<file path="src/common/execPkg.sv">
package execPkg;

  ////////////////////////////////////////////////////////////
  // Widths and saturation limits
  ////////////////////////////////////////////////////////////
  localparam int dataWidth  = 16;                     // Width of the whole data path
  localparam int regWidth   = 4;                      // Register numbers select 1 of 16
  localparam int shamtWidth = 4;                      // Shift immediate covers 0 to 15
  localparam int laneWidth  = 4;                      // One PADDSB lane
  localparam int laneCount  = dataWidth / laneWidth;  // Four lanes per word

  localparam logic [dataWidth-1:0] satMax  = 16'h7FFF; // Largest signed word
  localparam logic [dataWidth-1:0] satMin  = 16'h8000; // Smallest signed word
  localparam logic [laneWidth-1:0] laneMax = 4'h7;     // +7 clamp of a lane
  localparam logic [laneWidth-1:0] laneMin = 4'h8;     // -8 clamp of a lane

  ////////////////////////////////////////////////////////////
  // Encodings
  ////////////////////////////////////////////////////////////
  // Codes 8 to 15 are left out on purpose and act as pass-through
  typedef enum logic [3:0] {
    opAdd    = 4'd0,
    opSub    = 4'd1,
    opXor    = 4'd2,
    opRed    = 4'd3,
    opSll    = 4'd4,
    opSra    = 4'd5,
    opRor    = 4'd6,
    opPaddsb = 4'd7
  } opcodeT;

  // Same numbering as the shifter mode pins
  typedef enum logic [1:0] {
    shNone = 2'd0,
    shSll  = 2'd1,
    shSra  = 2'd2,
    shRor  = 2'd3
  } shiftModeT;

  // One instruction word read two ways
  typedef union packed {
    struct packed {
      opcodeT               opcode;
      logic [regWidth-1:0]  rd;
      logic [regWidth-1:0]  rs;
      logic [regWidth-1:0]  rt;
    } rType;                                          // Register form
    struct packed {
      opcodeT               opcode;
      logic [regWidth-1:0]  rd;
      logic [regWidth-1:0]  rs;
      logic [shamtWidth-1:0] imm;
    } iType;                                          // Shift form with immediate
  } instrT;

  typedef struct packed {
    logic zero;
    logic overflow;
    logic negative;
  } flagsT;

  // True for the three opcodes that take the immediate
  function automatic logic isShift(opcodeT op);
    return (op == opSll) || (op == opSra) || (op == opRor);
  endfunction

endpackage

</file>
<file path="src/common/aluOpIf.sv">
`timescale 1ns/100ps

// One decoded operation on its way from decode to the ALU stage
interface aluOpIf;

  logic                             valid;  // Operation present
  logic                             ready;  // ALU stage can take it
  execPkg::opcodeT                  op;     // Raw opcode, 8 to 15 included
  logic [execPkg::dataWidth-1:0]    a;      // First operand from rs
  logic [execPkg::dataWidth-1:0]    b;      // Second operand from rt or zero for shifts
  logic [execPkg::shamtWidth-1:0]   shamt;  // Shift amount or zero for register forms
  logic [execPkg::regWidth-1:0]     rd;     // Destination register number

  // Decode side drives the payload and valid
  modport producer (
    output valid, op, a, b, shamt, rd,
    input  ready
  );

  // ALU side answers with ready
  modport consumer (
    input  valid, op, a, b, shamt, rd,
    output ready
  );

endinterface

</file>
<file path="src/hdl/opDecode.sv">
`timescale 1ns/100ps

module opDecode (
  input  logic                          clk,
  input  logic                          rstN,
  input  logic                          inValid,  // Instruction and operands present
  output logic                          inReady,  // Decode register can take them
  input  execPkg::instrT                instr,
  input  logic [execPkg::dataWidth-1:0] rsData,   // Value of register rs
  input  logic [execPkg::dataWidth-1:0] rtData,   // Value of register rt
  aluOpIf.producer                      opOut
);

  ////////////////////////////////////////////////////////////
  // Field split
  ////////////////////////////////////////////////////////////
  execPkg::opcodeT                 opcode;     // Same bits in both forms
  logic                            shiftOp;    // Instruction uses the immediate
  logic [execPkg::dataWidth-1:0]   bSel;       // Second operand after the select
  logic [execPkg::shamtWidth-1:0]  shamtSel;   // Shift amount after the select
  logic                            accept;     // Transfer on the input side

  // Stage register
  logic                            stageValid;
  execPkg::opcodeT                 opReg;
  logic [execPkg::dataWidth-1:0]   aReg;
  logic [execPkg::dataWidth-1:0]   bReg;
  logic [execPkg::shamtWidth-1:0]  shamtReg;
  logic [execPkg::regWidth-1:0]    rdReg;

  assign opcode  = instr.rType.opcode;
  assign shiftOp = execPkg::isShift(opcode);

  // Shifts read the low nibble as an immediate and ignore rt
  assign bSel     = shiftOp ? '0 : rtData;
  assign shamtSel = shiftOp ? instr.iType.imm : '0;

  ////////////////////////////////////////////////////////////
  // Handshake
  ////////////////////////////////////////////////////////////
  // Free when empty or when the ALU stage drains us this cycle
  assign inReady = !stageValid || opOut.ready;
  assign accept  = inValid && inReady;

  always_ff @(posedge clk) begin
    if (!rstN) begin
      stageValid <= 1'b0;
    end else if (inReady) begin
      stageValid <= inValid;                  // Refill or go empty
    end
  end

  // Payload only moves on a transfer so it holds during a stall
  always_ff @(posedge clk) begin
    if (accept) begin
      opReg    <= opcode;
      aReg     <= rsData;                     // rs always feeds operand a
      bReg     <= bSel;
      shamtReg <= shamtSel;
      rdReg    <= instr.rType.rd;
    end
  end

  ////////////////////////////////////////////////////////////
  // Drive the interface
  ////////////////////////////////////////////////////////////
  assign opOut.valid = stageValid;
  assign opOut.op    = opReg;
  assign opOut.a     = aReg;
  assign opOut.b     = bReg;
  assign opOut.shamt = shamtReg;
  assign opOut.rd    = rdReg;

endmodule

</file>
<file path="src/alu/shifter.sv">
`timescale 1ns/100ps

// Barrel shifter in two 4:1 levels per operation
module shifter (
  input  logic [15:0]         shiftIn,   // Word to shift
  input  logic [3:0]          shiftVal,  // Shift amount 0 to 15
  input  execPkg::shiftModeT  mode,      // None, SLL, SRA or ROR
  output logic [15:0]         shiftOut
);

  logic [15:0] sllStep, sraStep, rorStep;  // After the 0 to 3 level
  logic [15:0] sllOut, sraOut, rorOut;     // After the 0/4/8/12 level
  logic        sign;                       // Fill bit for SRA

  assign sign = shiftIn[15];

  ////////////////////////////////////////////////////////////
  // Logical left
  ////////////////////////////////////////////////////////////
  assign sllStep = (shiftVal[1:0] == 2'd0) ? shiftIn               :
                   (shiftVal[1:0] == 2'd1) ? {shiftIn[14:0], 1'b0} :
                   (shiftVal[1:0] == 2'd2) ? {shiftIn[13:0], 2'b0} :
                                             {shiftIn[12:0], 3'b0};

  assign sllOut = (shiftVal[3:2] == 2'd0) ? sllStep                :
                  (shiftVal[3:2] == 2'd1) ? {sllStep[11:0], 4'h0}  :
                  (shiftVal[3:2] == 2'd2) ? {sllStep[7:0], 8'h00}  :
                                            {sllStep[3:0], 12'h000};

  ////////////////////////////////////////////////////////////
  // Arithmetic right
  ////////////////////////////////////////////////////////////
  // The first level keeps bit 15 so the second level can copy it again
  assign sraStep = (shiftVal[1:0] == 2'd0) ? shiftIn                    :
                   (shiftVal[1:0] == 2'd1) ? {sign, shiftIn[15:1]}      :
                   (shiftVal[1:0] == 2'd2) ? {{2{sign}}, shiftIn[15:2]} :
                                             {{3{sign}}, shiftIn[15:3]};

  assign sraOut = (shiftVal[3:2] == 2'd0) ? sraStep                      :
                  (shiftVal[3:2] == 2'd1) ? {{4{sign}}, sraStep[15:4]}   :
                  (shiftVal[3:2] == 2'd2) ? {{8{sign}}, sraStep[15:8]}   :
                                            {{12{sign}}, sraStep[15:12]};

  ////////////////////////////////////////////////////////////
  // Rotate right
  ////////////////////////////////////////////////////////////
  assign rorStep = (shiftVal[1:0] == 2'd0) ? shiftIn                         :
                   (shiftVal[1:0] == 2'd1) ? {shiftIn[0], shiftIn[15:1]}     :
                   (shiftVal[1:0] == 2'd2) ? {shiftIn[1:0], shiftIn[15:2]}   :
                                             {shiftIn[2:0], shiftIn[15:3]};

  // Low bits wrap to the top by 4, 8 or 12
  assign rorOut = (shiftVal[3:2] == 2'd0) ? rorStep                         :
                  (shiftVal[3:2] == 2'd1) ? {rorStep[3:0], rorStep[15:4]}   :
                  (shiftVal[3:2] == 2'd2) ? {rorStep[7:0], rorStep[15:8]}   :
                                            {rorStep[11:0], rorStep[15:12]};

  always_comb begin
    case (mode)
      execPkg::shSll: shiftOut = sllOut;
      execPkg::shSra: shiftOut = sraOut;
      execPkg::shRor: shiftOut = rorOut;
      default:        shiftOut = shiftIn;  // shNone leaves the word alone
    endcase
  end

endmodule

</file>
<file path="src/alu/satAdder.sv">
`timescale 1ns/100ps

// Saturating add and subtract plus the two lane operations
module satAdder (
  input  logic [execPkg::dataWidth-1:0] a,
  input  logic [execPkg::dataWidth-1:0] b,
  input  execPkg::opcodeT               op,
  output logic [execPkg::dataWidth-1:0] sum,
  output logic                          sat   // Word result was clamped
);

  logic                            subtract;  // Invert b and carry in one
  logic [execPkg::dataWidth-1:0]   bOperand;
  logic [execPkg::dataWidth-1:0]   rawSum;    // Wrapped two's complement result
  logic                            overflow;  // Signed overflow of rawSum
  logic [execPkg::dataWidth-1:0]   clamped;
  logic [execPkg::dataWidth-1:0]   laneOut;   // PADDSB result
  logic [execPkg::dataWidth-1:0]   redSum;    // RED result

  ////////////////////////////////////////////////////////////
  // Word add and subtract
  ////////////////////////////////////////////////////////////
  assign subtract = (op == execPkg::opSub);
  assign bOperand = subtract ? ~b : b;
  assign rawSum   = a + bOperand + {{(execPkg::dataWidth-1){1'b0}}, subtract};

  // Same input signs and a flipped result sign mean overflow
  assign overflow = (a[15] == bOperand[15]) && (rawSum[15] != a[15]);
  assign clamped  = a[15] ? execPkg::satMin : execPkg::satMax;  // Direction follows a

  ////////////////////////////////////////////////////////////
  // PADDSB lanes
  ////////////////////////////////////////////////////////////
  for (genvar i = 0; i < execPkg::laneCount; i++) begin : genLane
    logic [execPkg::laneWidth-1:0] laneA;
    logic [execPkg::laneWidth-1:0] laneB;
    logic [execPkg::laneWidth:0]   laneWide;  // One guard bit

    assign laneA    = a[i*execPkg::laneWidth +: execPkg::laneWidth];
    assign laneB    = b[i*execPkg::laneWidth +: execPkg::laneWidth];
    assign laneWide = {laneA[execPkg::laneWidth-1], laneA}
                    + {laneB[execPkg::laneWidth-1], laneB};

    // Guard and sign disagree only when the lane left -8..+7
    assign laneOut[i*execPkg::laneWidth +: execPkg::laneWidth] =
      (laneWide[execPkg::laneWidth] == laneWide[execPkg::laneWidth-1]) ?
        laneWide[execPkg::laneWidth-1:0] :
      (laneWide[execPkg::laneWidth] ? execPkg::laneMin : execPkg::laneMax);
  end

  ////////////////////////////////////////////////////////////
  // RED byte reduction
  ////////////////////////////////////////////////////////////
  // Four bytes of at most 8 bits each never reach bit 15, so no clamp
  always_comb begin
    redSum = '0;
    for (int i = 0; i < execPkg::dataWidth / 8; i++) begin
      redSum = redSum + {{8{a[8*i+7]}}, a[8*i +: 8]} + {{8{b[8*i+7]}}, b[8*i +: 8]};
    end
  end

  always_comb begin
    sat = 1'b0;
    case (op)
      execPkg::opAdd,
      execPkg::opSub: begin
        sum = overflow ? clamped : rawSum;
        sat = overflow;
      end
      execPkg::opPaddsb: sum = laneOut;
      execPkg::opRed:    sum = redSum;
      default:           sum = rawSum;  // Not selected by the ALU
    endcase
  end

endmodule

</file>
<file path="src/alu/aluCore.sv">
`timescale 1ns/100ps

module aluCore (
  input  logic                          clk,
  input  logic                          rstN,
  aluOpIf.consumer                      opIn,
  output logic                          outValid,
  input  logic                          outReady,
  output logic [execPkg::dataWidth-1:0] outResult,
  output logic [execPkg::regWidth-1:0]  outRd,
  output execPkg::flagsT                outFlags
);

  execPkg::shiftModeT             shMode;
  logic [execPkg::dataWidth-1:0]  shiftResult;
  logic [execPkg::dataWidth-1:0]  addSum;
  logic                           addSat;
  logic [execPkg::dataWidth-1:0]  xorResult;
  logic [execPkg::dataWidth-1:0]  result;      // Selected by opcode
  logic                           updZero;     // Zero flag follows this op
  logic                           updArith;    // Overflow and negative follow too
  execPkg::flagsT                 nextFlags;
  execPkg::flagsT                 flagReg;
  logic                           accept;

  ////////////////////////////////////////////////////////////
  // Datapath
  ////////////////////////////////////////////////////////////
  // Everything that is not a shift runs the shifter in none mode
  always_comb begin
    case (opIn.op)
      execPkg::opSll: shMode = execPkg::shSll;
      execPkg::opSra: shMode = execPkg::shSra;
      execPkg::opRor: shMode = execPkg::shRor;
      default:        shMode = execPkg::shNone;
    endcase
  end

  shifter iShifter (
    .shiftIn  (opIn.a),
    .shiftVal (opIn.shamt),
    .mode     (shMode),
    .shiftOut (shiftResult)
  );

  satAdder iSatAdder (
    .a   (opIn.a),
    .b   (opIn.b),
    .op  (opIn.op),
    .sum (addSum),
    .sat (addSat)
  );

  assign xorResult = opIn.a ^ opIn.b;

  always_comb begin
    result    = shiftResult;  // Also the pass-through value for codes 8 to 15
    updZero   = 1'b1;
    updArith  = 1'b0;
    case (opIn.op)
      execPkg::opAdd,
      execPkg::opSub: begin
        result   = addSum;
        updArith = 1'b1;
      end
      execPkg::opXor:    result = xorResult;
      execPkg::opRed,
      execPkg::opPaddsb: result = addSum;
      execPkg::opSll,
      execPkg::opSra,
      execPkg::opRor:    result = shiftResult;
      default:           updZero = 1'b0;  // Pass-through keeps every flag
    endcase

    nextFlags = flagReg;
    if (updZero) nextFlags.zero = (result == '0);
    if (updArith) begin
      nextFlags.overflow = addSat;          // Overflow means the word saturated
      nextFlags.negative = result[15];
    end
  end

  ////////////////////////////////////////////////////////////
  // Output register and flags
  ////////////////////////////////////////////////////////////
  assign opIn.ready = !outValid || outReady;   // Empty or draining this cycle
  assign accept     = opIn.valid && opIn.ready;

  always_ff @(posedge clk) begin
    if (!rstN) begin
      outValid <= 1'b0;
      flagReg  <= '0;
    end else begin
      if (opIn.ready) outValid <= opIn.valid;
      if (accept)     flagReg  <= nextFlags;  // Changes together with the result
    end
  end

  always_ff @(posedge clk) begin
    if (accept) begin
      outResult <= result;
      outRd     <= opIn.rd;
    end
  end

  // Flags are only written on a transfer, so they match the held result
  assign outFlags = flagReg;

endmodule

</file>
<file path="src/hdl/execUnit.sv">
`timescale 1ns/100ps

// Execute unit with a decode stage and an ALU stage
module execUnit (
  input  logic                          clk,
  input  logic                          rstN,

  // Instruction side
  input  logic                          inValid,
  output logic                          inReady,
  input  execPkg::instrT                instr,
  input  logic [execPkg::dataWidth-1:0] rsData,
  input  logic [execPkg::dataWidth-1:0] rtData,

  // Result side
  output logic                          outValid,
  input  logic                          outReady,
  output logic [execPkg::dataWidth-1:0] outResult,
  output logic [execPkg::regWidth-1:0]  outRd,
  output execPkg::flagsT                outFlags
);

  ////////////////////////////////////////////////////////////
  // Stage link
  ////////////////////////////////////////////////////////////
  aluOpIf aluOp ();  // Decoded operation between the stages

  opDecode iOpDecode (
    .clk     (clk),
    .rstN    (rstN),
    .inValid (inValid),
    .inReady (inReady),
    .instr   (instr),
    .rsData  (rsData),
    .rtData  (rtData),
    .opOut   (aluOp.producer)
  );

  // Second stage holds the result and the flag register
  aluCore iAluCore (
    .clk       (clk),
    .rstN      (rstN),
    .opIn      (aluOp.consumer),
    .outValid  (outValid),
    .outReady  (outReady),
    .outResult (outResult),
    .outRd     (outRd),
    .outFlags  (outFlags)
  );

endmodule

</file>
<file path="config.mk">
export PLATFORM = sky130hd
export DESIGN_NAME = execUnit
export DESIGN_NICKNAME = d
export VERILOG_FILES = /design/src/common/execPkg.sv /design/src/common/aluOpIf.sv /design/src/hdl/opDecode.sv /design/src/alu/shifter.sv /design/src/alu/satAdder.sv /design/src/alu/aluCore.sv /design/src/hdl/execUnit.sv
export SDC_FILE = /design/constraint.sdc
export NUM_CORES = 1
export LEC_CHECK = 0
export ABC_AREA = 1
export BUFFER_PORTS_ARGS = -buffer_cell sky130_fd_sc_hd__buf_2
export CAP_MARGIN = 20
export CORE_MARGIN = 1.5
export CORE_UTILIZATION = 45
export DETAILED_ROUTE_END_ITERATION = 12
export PLACE_DENSITY = 0.69
export SYNTH_ARGS = -nofsm -noshare
export SYNTH_HDL_FRONTEND = slang
export SYNTH_SLANG_ARGS = --single-unit
</file>
<file path="constraint.sdc">
create_clock -name clk -period 3.28 [get_ports clk]
set_input_delay 0.328 -clock clk [delete_from_list [all_inputs] [get_ports clk]]
set_output_delay 0.328 -clock clk [all_outputs]
set_load 0.01 [all_outputs]
</file>
==> run_results.csv, run 1 <==
group,metric,value,unit
run_status,status,"finished, violations left",
run_status,violations,"negative setup slack",
synthesis,synthAdderAreaFrac,13.6,%
place,numPortBuffers,72,
worst_setup_path,cp.buffers_inverters,4,
synthesis,synthArstFlopShare,0,%
synthesis,synth.avg_cell_area,6.79,sq um
synthesis,synth-seq-cells,69,
die,initial_core_util,46.5,%
drt,first_iter_violations,868,
cts,cts.sinks,69,
global_route,grt_pass1_wl,41400,um
synthesis,synth_compound_area_share,12.9,%
worst_setup_path,cp_top_family,"adder cells",
place,place_inst,1492,
drt,vias,8189,
cts,cts-hold-fix-buffers,0,
die,coreArea,16100,sq um
timing,setup_viol,4,
synthesis,yosysWarnings,0,
cts,clock_path_buffers,2,
synthesis,yosysTopAreaCellShare,25.7,%
worst_setup_path,crit_chain,"inv_2 > fa_1 > fa_1 > inv_1 > ha_2 > fa_2 > nand3_2 > nand2_2 > nand2_2 > nand2_2 > a21oi_2 > xor2_1 > o21ai_1 > a21oi_1 > nand2_1 > buf_4 > buf_4",
synthesis,synth_largest_area_cell,"edfxtp_1",
final_layout,fillCellCount,1503,
synthesis,synth_nets,1220,
cts,cts_tree,"built",
global_route,first_global_vias,7667,
power_and_ir_drop,leakagePower,4.87,nW
worst_setup_path,end_kind,"flip-flop",
die,dieWidth,132,um
synthesis,synth_top_family_by_area,"simple AND/OR/NAND/NOR gates",
synthesis,synth_ff_type,"edfxtp_1",
power_and_ir_drop,power_per_cell_area,414,nW/um^2
final_layout,drive_above_1_share,24.8,%
timing,hold-worst-slack,0.139,ns
cts,htreeDepth,3,
timing,clock-skew-final,0.0161,ns
final_layout,nets,1422,
global_route,antenna_found_initial,0,
power_and_ir_drop,irDropWorstVdd,416,uV
final_layout,seq_area,2020,sq um
worst_setup_path,cp-start-kind,"flip-flop",
timing,drv_slew,0,
cts,cts-root-buf,"clkbuf_16",
timing,fmax,0.295,GHz
flow_run,max-cap-violations,0,
synthesis,synth-simple-area-share,32.5,%
synthesis,synth_area_leaders,"edfxtp_1 26%, nand2_1 17%, ha_1 7.7%",
synthesis,synthCells,1100,
timing,tightestPinTransition,0.733,ns
place,place_hpwl,21600,um
synthesis,synth_area,7470,sq um
synthesis,synth_mux_area_share,0,%
worst_setup_path,path_max_fanout,3,
worst_setup_path,crit_arrival,3.50,ns
worst_setup_path,crit_top_cell,"nand2_2",
place,gp_congestion,0.982,
drt,dr.pass1.iters,6,
cts,cts.reportedPaths.clkPinSlew,0.06,ns
final_layout,multiInputGateArea,4910,sq um
timing,finalCritPeriodShare,103,%
cts,cts_made_buffers,9,
timing,timing_hold_violations_final,0,
worst_setup_path,cp.required,3.38,ns
drt,routed_wirelength,26900,um
drt,post_drt_wl_per_cell,17.6,um
final_layout,area.growth.synth_to_final,28.5,%
worst_setup_path,max_stage_delay,0.49,ns
cts,clkLatencyLatePin,0.36,ns
final_layout,stdcell_count,1523,
final_layout,diodes,0,
synthesis,synth_edf_count,64,
synthesis,synth_cell_type_count,45,
global_route,grt.total_usage,31.1,%
synthesis,synthXorXnorAreaFrac,3.64,%
die,die_area,17400,sq um
synthesis,synth_common_cells,"330 x nand2_1, 148 x inv_1, 98 x nor2_1, 92 x nand3_1, 66 x a21oi_1",
die,io-pin-count,77,
timing,min_period,3.39,ns
die,die_h,132,um
drt,drc,0,
drt,ant_nets,0,
synthesis,synth_most_common_cell,"nand2_1",
worst_setup_path,slowest_stage,"fa_1",
global_route,grt_overflow,0,
timing,slew_headroom,51.1,%
synthesis,yosysSeqAreaShare,27.1,%
global_route,grt_max_degree,45,
timing,finalWorstSetupSlack,-0.111,ns
timing,rsz0062_at_grt,"yes",
worst_setup_path,crit_type,"reg -> reg",
drt,viasPerCell,5.38,
die,rows,46,
hold_path,hold_class,"in -> reg",
## path summary, 6_finish.rpt
path	depth (start not counted)	to	from	slack, ns
worst max-delay path	17	iAluCore.outResult[7]	iOpDecode.opOut.b[9]	-0.11
worst min register to register	0	iAluCore.outRd[2]	iOpDecode.opOut.rd[2]	0.43
worst min-delay path	1	iOpDecode.opOut.a[12]	rsData[12]	0.14
worst max register to register	17	iAluCore.outResult[7]	iOpDecode.opOut.b[9]	-0.11
## per-stage QoR
step	worst slack [ns]	util (%)	total power [mW]	TNS [ns]	instance area, sq um
final	-0.111	59.7	3.97	-0.300	9590
after global routing	-0.320	59.7	4.21	-1.33	9590
after CTS	-0.0866	58.1	3.82	-0.0866	9320
after detailed placement	-0.160	55.8	2.72	-0.535	8950
after global placement	-0.120	55.8	2.71	-0.292	8950
after floorplan	-0.0174	-	2.10	-0.0174	7480
## sequential cells by signal, summed over array words and instances (netlist names)
name / cells
iAluCore.outResult: 16
iOpDecode.opOut.a: 16
iOpDecode.opOut.b: 16
iAluCore.outRd: 4
iOpDecode.opOut.op: 4
iOpDecode.opOut.rd: 4
iOpDecode.opOut.shamt: 4
iAluCore.outFlags: 3
iAluCore.outValid: 1
iOpDecode.opOut.valid: 1
## cells by family (layout without fill, tap and decap cells)
kind of cell | Yosys count | after routing
AO/OA/AOI/OAI | 173 | 173
XOR/XNOR | 31 | 31
adder cells (fa/ha/maj) | 68 | 68
buffers and inverters | 187 | 394
flip-flops | 69 | 69
AND/OR/NAND/NOR | 572 | 572
## what timing repair did
action | in CTS | in global routing
pin swaps | 7 | 17
setup endpoints to repair | 9 | 15
gates resized for setup | 16 | 43
buffers inserted | 2 | 13
## layout by cell type (no fill, tap or decap), types with 34 or more instances in the layout
cell,count
a21oi_1,60
inv_1,127
o21ai_0,53
buf_2,72
inv_2,34
nand2_1,324
buf_4,138
nand3_1,87
edfxtp_1,64
ha_1,39
nor2_1,95
## layout make-up
type | count | share of cell area (%)
repair buffers | 214 | 15.3
clock buffers | 12 | 2.47
inverters | 164 | 6.44
flip-flops and latches | 69 | 21.1
clock inverters | 4 | 0.756
well taps | 216 | 2.82
multi-input cells | 844 | 51.1
## report_power, final
| group | switching (mW) | internal [mW] |
|---|---|---|
| sequential | 0.0368 | 1.04 |
| combinational | 1.08 | 0.783 |
| clock | 0.375 | 0.664 |
| total | 1.49 | 2.48 |
## per-layer routing
metal,vias up,global-route usage (%),wire [um]
li1,3995,-,-
met1,3734,43.4,11700
met2,401,46.9,11700
met3,59,6.15,2510
met4,0,13.4,946
met5,-,0,0
(Power assumes the default switching activity.)
==> run 2, diff against run 1 <==
Settings changed: MAX_ROUTING_LAYER from default to met4.
==> run 2 against run 1 <==
Effect of this change:
- the flow still finishes with violations (negative setup slack)
- first-iteration DRC count rose by 8.5%
- cell count fell by 0.33%
- register-to-register slack got worse by 0.02 ns
- via count fell by 0.72%
- flip-flop and latch count did not move
- count of clock-buffer cells in the layout fell by 3
- fmax fell by 0.65%
- clock skew fell by 0.0032 ns
==> run_results.csv, run 2 (synthesized netlist as in run 1, its figures left out) <==
group,metric,value,unit
die,die_h,132,um
global_route,grt_max_degree,45,
worst_setup_path,cp-start-kind,"flip-flop",
cts,cts.sinks,69,
drt,dr.pass1.iters,6,
cts,cts-hold-fix-buffers,0,
timing,hold-worst-slack,0.156,ns
timing,fmax,0.293,GHz
die,io-pin-count,77,
worst_setup_path,cp.required,3.56,ns
final_layout,seq_area,2020,sq um
timing,setup_viol,5,
worst_setup_path,max_stage_delay,0.51,ns
worst_setup_path,crit_top_cell,"nand2_2",
worst_setup_path,crit_arrival,3.70,ns
cts,clkLatencyLatePin,0.35,ns
global_route,grt_overflow,0,
global_route,use_met3,5.31,%
power_and_ir_drop,power_per_cell_area,415,nW/um^2
hold_path,hold_class,"in -> reg",
drt,first_iter_violations,942,
global_route,grt.total_usage,31.9,%
cts,cts.reportedPaths.clkPinSlew,0.06,ns
cts,htreeDepth,3,
drt,viasPerCell,5.36,
timing,rsz0062_at_grt,"yes",
place,place_hpwl,21600,um
worst_setup_path,crit_chain,"inv_2 > fa_1 > fa_1 > inv_2 > ha_4 > fa_2 > nand3_2 > nand2_2 > nand2_2 > nand2_2 > a21oi_2 > xor2_1 > o21ai_2 > a21oi_2 > nand2_2 > nor2_2 > nand2_1 > nor2_1 > nand3_1 > a21oi_2",
power_and_ir_drop,irDropWorstVdd,341,uV
final_layout,final_common_cell,"nand2_1",
final_layout,area.growth.synth_to_final,27.8,%
die,rows,46,
timing,timing_hold_violations_final,0,
global_route,met2_usage,47.5,%
timing,finalCritPeriodShare,104,%
global_route,met1_usage,44.2,%
timing,drv_slew,0,
power_and_ir_drop,pwr-share-seq,27.0,%
timing,slew_headroom,51.3,%
place,place_inst,1489,
die,initial_core_util,46.5,%
final_layout,final_cell_mix,"321 x nand2_1, 132 x inv_1, 132 x buf_4, 91 x nor2_1, 87 x nand3_1",
timing,tightestPinTransition,0.729,ns
drt,routed_wirelength,26700,um
final_layout,fillCellCount,1495,
global_route,grt_pass1_wl,41100,um
run_status,violations,"negative setup slack",
global_route,antenna_found_initial,1,
timing,finalWorstSetupSlack,-0.133,ns
worst_setup_path,end_kind,"flip-flop",
cts,cts_tree,"built",
timing,min_period,3.41,ns
cts,cts-root-buf,"clkbuf_16",
die,dieWidth,132,um
flow_run,max-cap-violations,0,
power_and_ir_drop,p_comb_share,46.9,%
cts,cts_made_buffers,9,
power_and_ir_drop,switching_share,37.6,%
final_layout,stdcell_count,1518,
cts,clock_path_buffers,2,
final_layout,multiInputGateArea,4910,sq um
timing,clock-skew-final,0.0129,ns
drt,vias,8130,
final_layout,nets,1416,
power_and_ir_drop,leakagePower,4.84,nW
die,die_area,17400,sq um
power_and_ir_drop,switchingPower,1.49,mW
worst_setup_path,crit_type,"reg -> reg",
power_and_ir_drop,clock_power_share,26.1,%
worst_setup_path,slowest_stage,"fa_1",
die,coreArea,16100,sq um
drt,post_drt_wl_per_cell,17.6,um
final_layout,drive_above_1_share,25.0,%
global_route,busiest_layer,"met2",
power_and_ir_drop,intPower,2.47,mW
drt,ant_nets,0,
run_status,status,"finished, violations left",
global_route,first_global_vias,7489,
drt,drc,0,
worst_setup_path,path_max_fanout,3,
place,gp_congestion,1.05,
place,numPortBuffers,72,
run 2: changes by cell type in the layout (fill, tap and decap cells not counted), sizes merged:
| cell | change |
|---|---|
| buf | -6 |
| clkbuf | -3 |
| clkinv | +2 |
| diode | +1 |
| inv | +1 |
run 2: metrics by stage:
stage               TNS (ns)  utilization [%]  setup slack (ns)  instance area [sq um]  power [mW]
global route           -1.63             59.5            -0.347                   9550        4.21
global placement      -0.375             55.5            -0.122                   8920        2.70
finish                -0.443             59.5            -0.133                   9550        3.97
CTS                  -0.0800             58.1           -0.0800                   9330        3.82
detailed placement    -0.765             55.5            -0.198                   8920        2.72
floorplan            -0.0174                -           -0.0174                   7480        2.10
run 2: final timing paths:
| check | startpoint | end | slack [ns] | cells past startpoint |
|---|---|---|---|---|
| worst min-delay path | rsData[10] | iOpDecode.opOut.a[10] | 0.16 | 1 |
| worst max-delay path | iOpDecode.opOut.b[9] | iAluCore.outFlags[2] | -0.13 | 20 |
| worst min register to register | iOpDecode.opOut.rd[3] | iAluCore.outRd[3] | 0.42 | 0 |
| worst max register to register | iOpDecode.opOut.b[9] | iAluCore.outFlags[2] | -0.13 | 20 |
run 2: layer usage:
metal,up-vias,share of wire [%]
li1,3972,-
met1,3671,44
met2,430,44
met3,57,9.1
met4,0,3.2
met5,-,0
run 2: worst max-delay path: cells and delay by family (launching register included):
kind / cells / cell delay, ns
fa+ha+maj: 4 / 1.44
simple gates: 9 / 0.68
compound gates: 4 / 0.51
flops: 1 / 0.39
xor+xnor: 1 / 0.19
buf+inv: 2 / 0.15
run 2: timing repair:
action                     4_1_cts  5_1_grt
setup endpoints to repair       10       15
pin swaps                        9       27
gates resized for setup         19       46
setup buffers                    5        7
run 2: area by class of cell:
cell class                 instances  area share, %
multi-input combinational        844           51.4
sequential                        69           21.2
timing repair buffer             208           14.8
inverter                         164           6.47
tap                              216           2.83
clock buffer                       9           2.36
clock inverter                     7          0.931
antenna                            1         0.0262
run 2: power groups by stage:
stage / Clock [mW] / Combinational, mW / Sequential (mW)
2_1_floorplan: 0 / 1.00 / 1.10
3_3_place_gp: 0 / 1.62 / 1.08
3_5_place_dp: 0 / 1.63 / 1.09
4_1_cts: 1.06 / 1.70 / 1.07
5_1_grt: 1.08 / 2.05 / 1.08
6_report: 1.04 / 1.86 / 1.07
==> run 3, diff against run 2 <==
Settings changed: TNS_END_PERCENT from default to 1.
==> run 3 against run 2 <==
Effect of this change:
- the run still ends with negative setup slack left
- combinational power decreased by 3%
- die area did not move
- sequential power is essentially flat
- power shrank 1.6%
- global-route usage decreased by 0.10 points
- via count shrank 0.69%
==> run_results.csv, run 3 (synthesized netlist as in run 1, its figures left out) <==
group,metric,value,unit
run_status,status,"finished, violations left",
run_status,violations,"negative setup slack",
worst_setup_path,setup.worst_path.end,"iAluCore.outFlags[2]",
final_layout,fin_util,58.7,%
timing,slew_headroom,51.4,%
power_and_ir_drop,p_comb_share,46.1,%
drt,routed_wirelength,26400,um
worst_setup_path,end_kind,"flip-flop",
global_route,busiest_layer,"met2",
cts,cts.sinks,69,
timing,hold-worst-slack,0.158,ns
worst_setup_path,path_max_fanout,2,
worst_setup_path,rrSetupSlack,-0.14,ns
global_route,met1_usage,44.1,%
power_and_ir_drop,clock_power_share,26.5,%
final_layout,area.growth.synth_to_final,26.3,%
cts,cts.reportedPaths.clkPinSlew,0.06,ns
worst_setup_path,crit_start,"iOpDecode.opOut.b[9]",
final_layout,fin_area,9430,sq um
worst_setup_path,cp-start-kind,"flip-flop",
final_layout,nets,1411,
die,coreArea,16100,sq um
timing,fmax,0.292,GHz
drt,dr.pass1.iters,6,
cts,clkLatencyLatePin,0.35,ns
final_layout,fillCellCount,1521,
global_route,antenna_found_initial,1,
flow_run,max-cap-violations,0,
power_and_ir_drop,power_per_cell_area,413,nW/um^2
drt,post_drt_wl_per_cell,17.5,um
global_route,met2_usage,47.3,%
timing,rsz0062_at_grt,"yes",
drt,drc,0,
place,place_hpwl,21600,um
power_and_ir_drop,finalPower,3.90,mW
drt,ant_nets,0,
worst_setup_path,reg2regPathDepth,15,
cts,clock_path_buffers,2,
power_and_ir_drop,intPower,2.45,mW
power_and_ir_drop,pwr-share-seq,27.5,%
worst_setup_path,crit_arrival,3.71,ns
place,gp_congestion,1.05,
hold_path,whs_path_depth,1,
die,rows,46,
die,die_h,132,um
final_layout,final_common_cell,"nand2_1",
timing,setup_viol,5,
cts,cts_tree,"built",
global_route,first_global_vias,7490,
drt,viasPerCell,5.34,
worst_setup_path,cp.required,3.56,ns
die,io-pin-count,77,
timing,timing_hold_violations_final,0,
global_route,grt_pass1_wl,41000,um
power_and_ir_drop,leakagePower,4.78,nW
global_route,grt_max_degree,45,
power_and_ir_drop,switching_share,37.3,%
global_route,grt.total_usage,31.8,%
global_route,use_met3,5.31,%
power_and_ir_drop,switchingPower,1.45,mW
cts,htreeDepth,3,
worst_setup_path,rr_endpoint,"iAluCore.outFlags[2]",
hold_path,hold_class,"in -> reg",
timing,tightestPinTransition,0.728,ns
worst_setup_path,r2r-start,"iOpDecode.opOut.b[9]",
final_layout,final_cell_mix,"324 x nand2_1, 134 x inv_1, 129 x buf_4, 91 x nor2_1, 89 x nand3_1",
timing,min_period,3.42,ns
cts,cts_made_buffers,9,
drt,vias,8074,
global_route,grt_overflow,0,
worst_setup_path,crit_type,"reg -> reg",
die,die_area,17400,sq um
place,dpl-instance-area,8920,sq um
cts,cts-root-buf,"clkbuf_16",
power_and_ir_drop,irDropWorstVdd,341,uV
final_layout,drive_above_1_share,23.8,%
timing,finalCritPeriodShare,104,%
place,place_ws,-0.198,ns
timing,finalWorstSetupSlack,-0.143,ns
timing,clock-skew-final,0.0136,ns
drt,first_iter_violations,825,
die,initial_core_util,46.5,%
timing,drv_slew,0,
place,numPortBuffers,72,
die,dieWidth,132,um
[run 3: through the flow]
step | cells | TNS, ns
floorplan | 1100 | -0.0174
detailed placement | 1489 | -0.765
CTS | 1509 | -0.0997
global route | 1513 | -1.93
finish | 1513 | -0.412
global placement | 1489 | -0.375
[run 3: repair_timing]
item	CTS	global route
hold buffers	0	0
buffers inserted	4	3
pin swaps	7	20
resized for setup	16	30
endpoints found under the setup margin	10	15
[run 3: final cells by class]
type / count / area [sq um] / area share [%]
Antenna cell: 1 / 2.50 / 0.0265
Multi-Input combinational cell: 844 / 4840 / 51.3
Timing Repair Buffer: 203 / 1370 / 14.5
Clock inverter: 7 / 88.8 / 0.942
Clock buffer: 9 / 225 / 2.39
Sequential cell: 69 / 2020 / 21.4
Inverter: 164 / 618 / 6.55
Tap cell: 216 / 270 / 2.87
[run 3: worst min path at each step]
stage	from	end
after global placement	iOpDecode.opOut.rd[2]	iAluCore.outRd[2]
after global routing	rsData[5]	iOpDecode.opOut.a[5]
after detailed placement	iOpDecode.opOut.rd[3]	iAluCore.outRd[3]
after floorplan	iOpDecode.opOut.rd[0]	iAluCore.outRd[0]
after CTS	rsData[4]	iOpDecode.opOut.a[4]
final	rsData[5]	iOpDecode.opOut.a[5]
[run 3: critical path: stages (launching register included)]
cell and delay [ns]:
edfxtp_1 0.39, inv_2 0.11, fa_1 0.44, fa_1 0.49, inv_1 0.04, ha_2 0.18, fa_2 0.35, buf_4 0.14
or2_2 0.26, a31oi_1 0.24, nand3_1 0.18, nor2_1 0.13, nand3_1 0.08, nor2_1 0.10, nand3_1 0.09, a21oi_2 0.13
[run 3: metal layers]
layer	vias to the layer above	wire (um)	share of wire (%)
met1	3668	11900	45
met2	385	11500	44
met5	-	0	0
met3	56	2140	8.1
met4	0	826	3.1
li1	3965	-	-
[run 3: power by group through the flow]
stage | clock (mW) | combinational, mW | sequential [mW]
5_1_grt | 1.08 | 1.99 | 1.08
6_report | 1.03 | 1.80 | 1.07
3_3_place_gp | 0 | 1.62 | 1.08
3_5_place_dp | 0 | 1.63 | 1.09
2_1_floorplan | 0 | 1.00 | 1.10
4_1_cts | 1.06 | 1.69 | 1.07
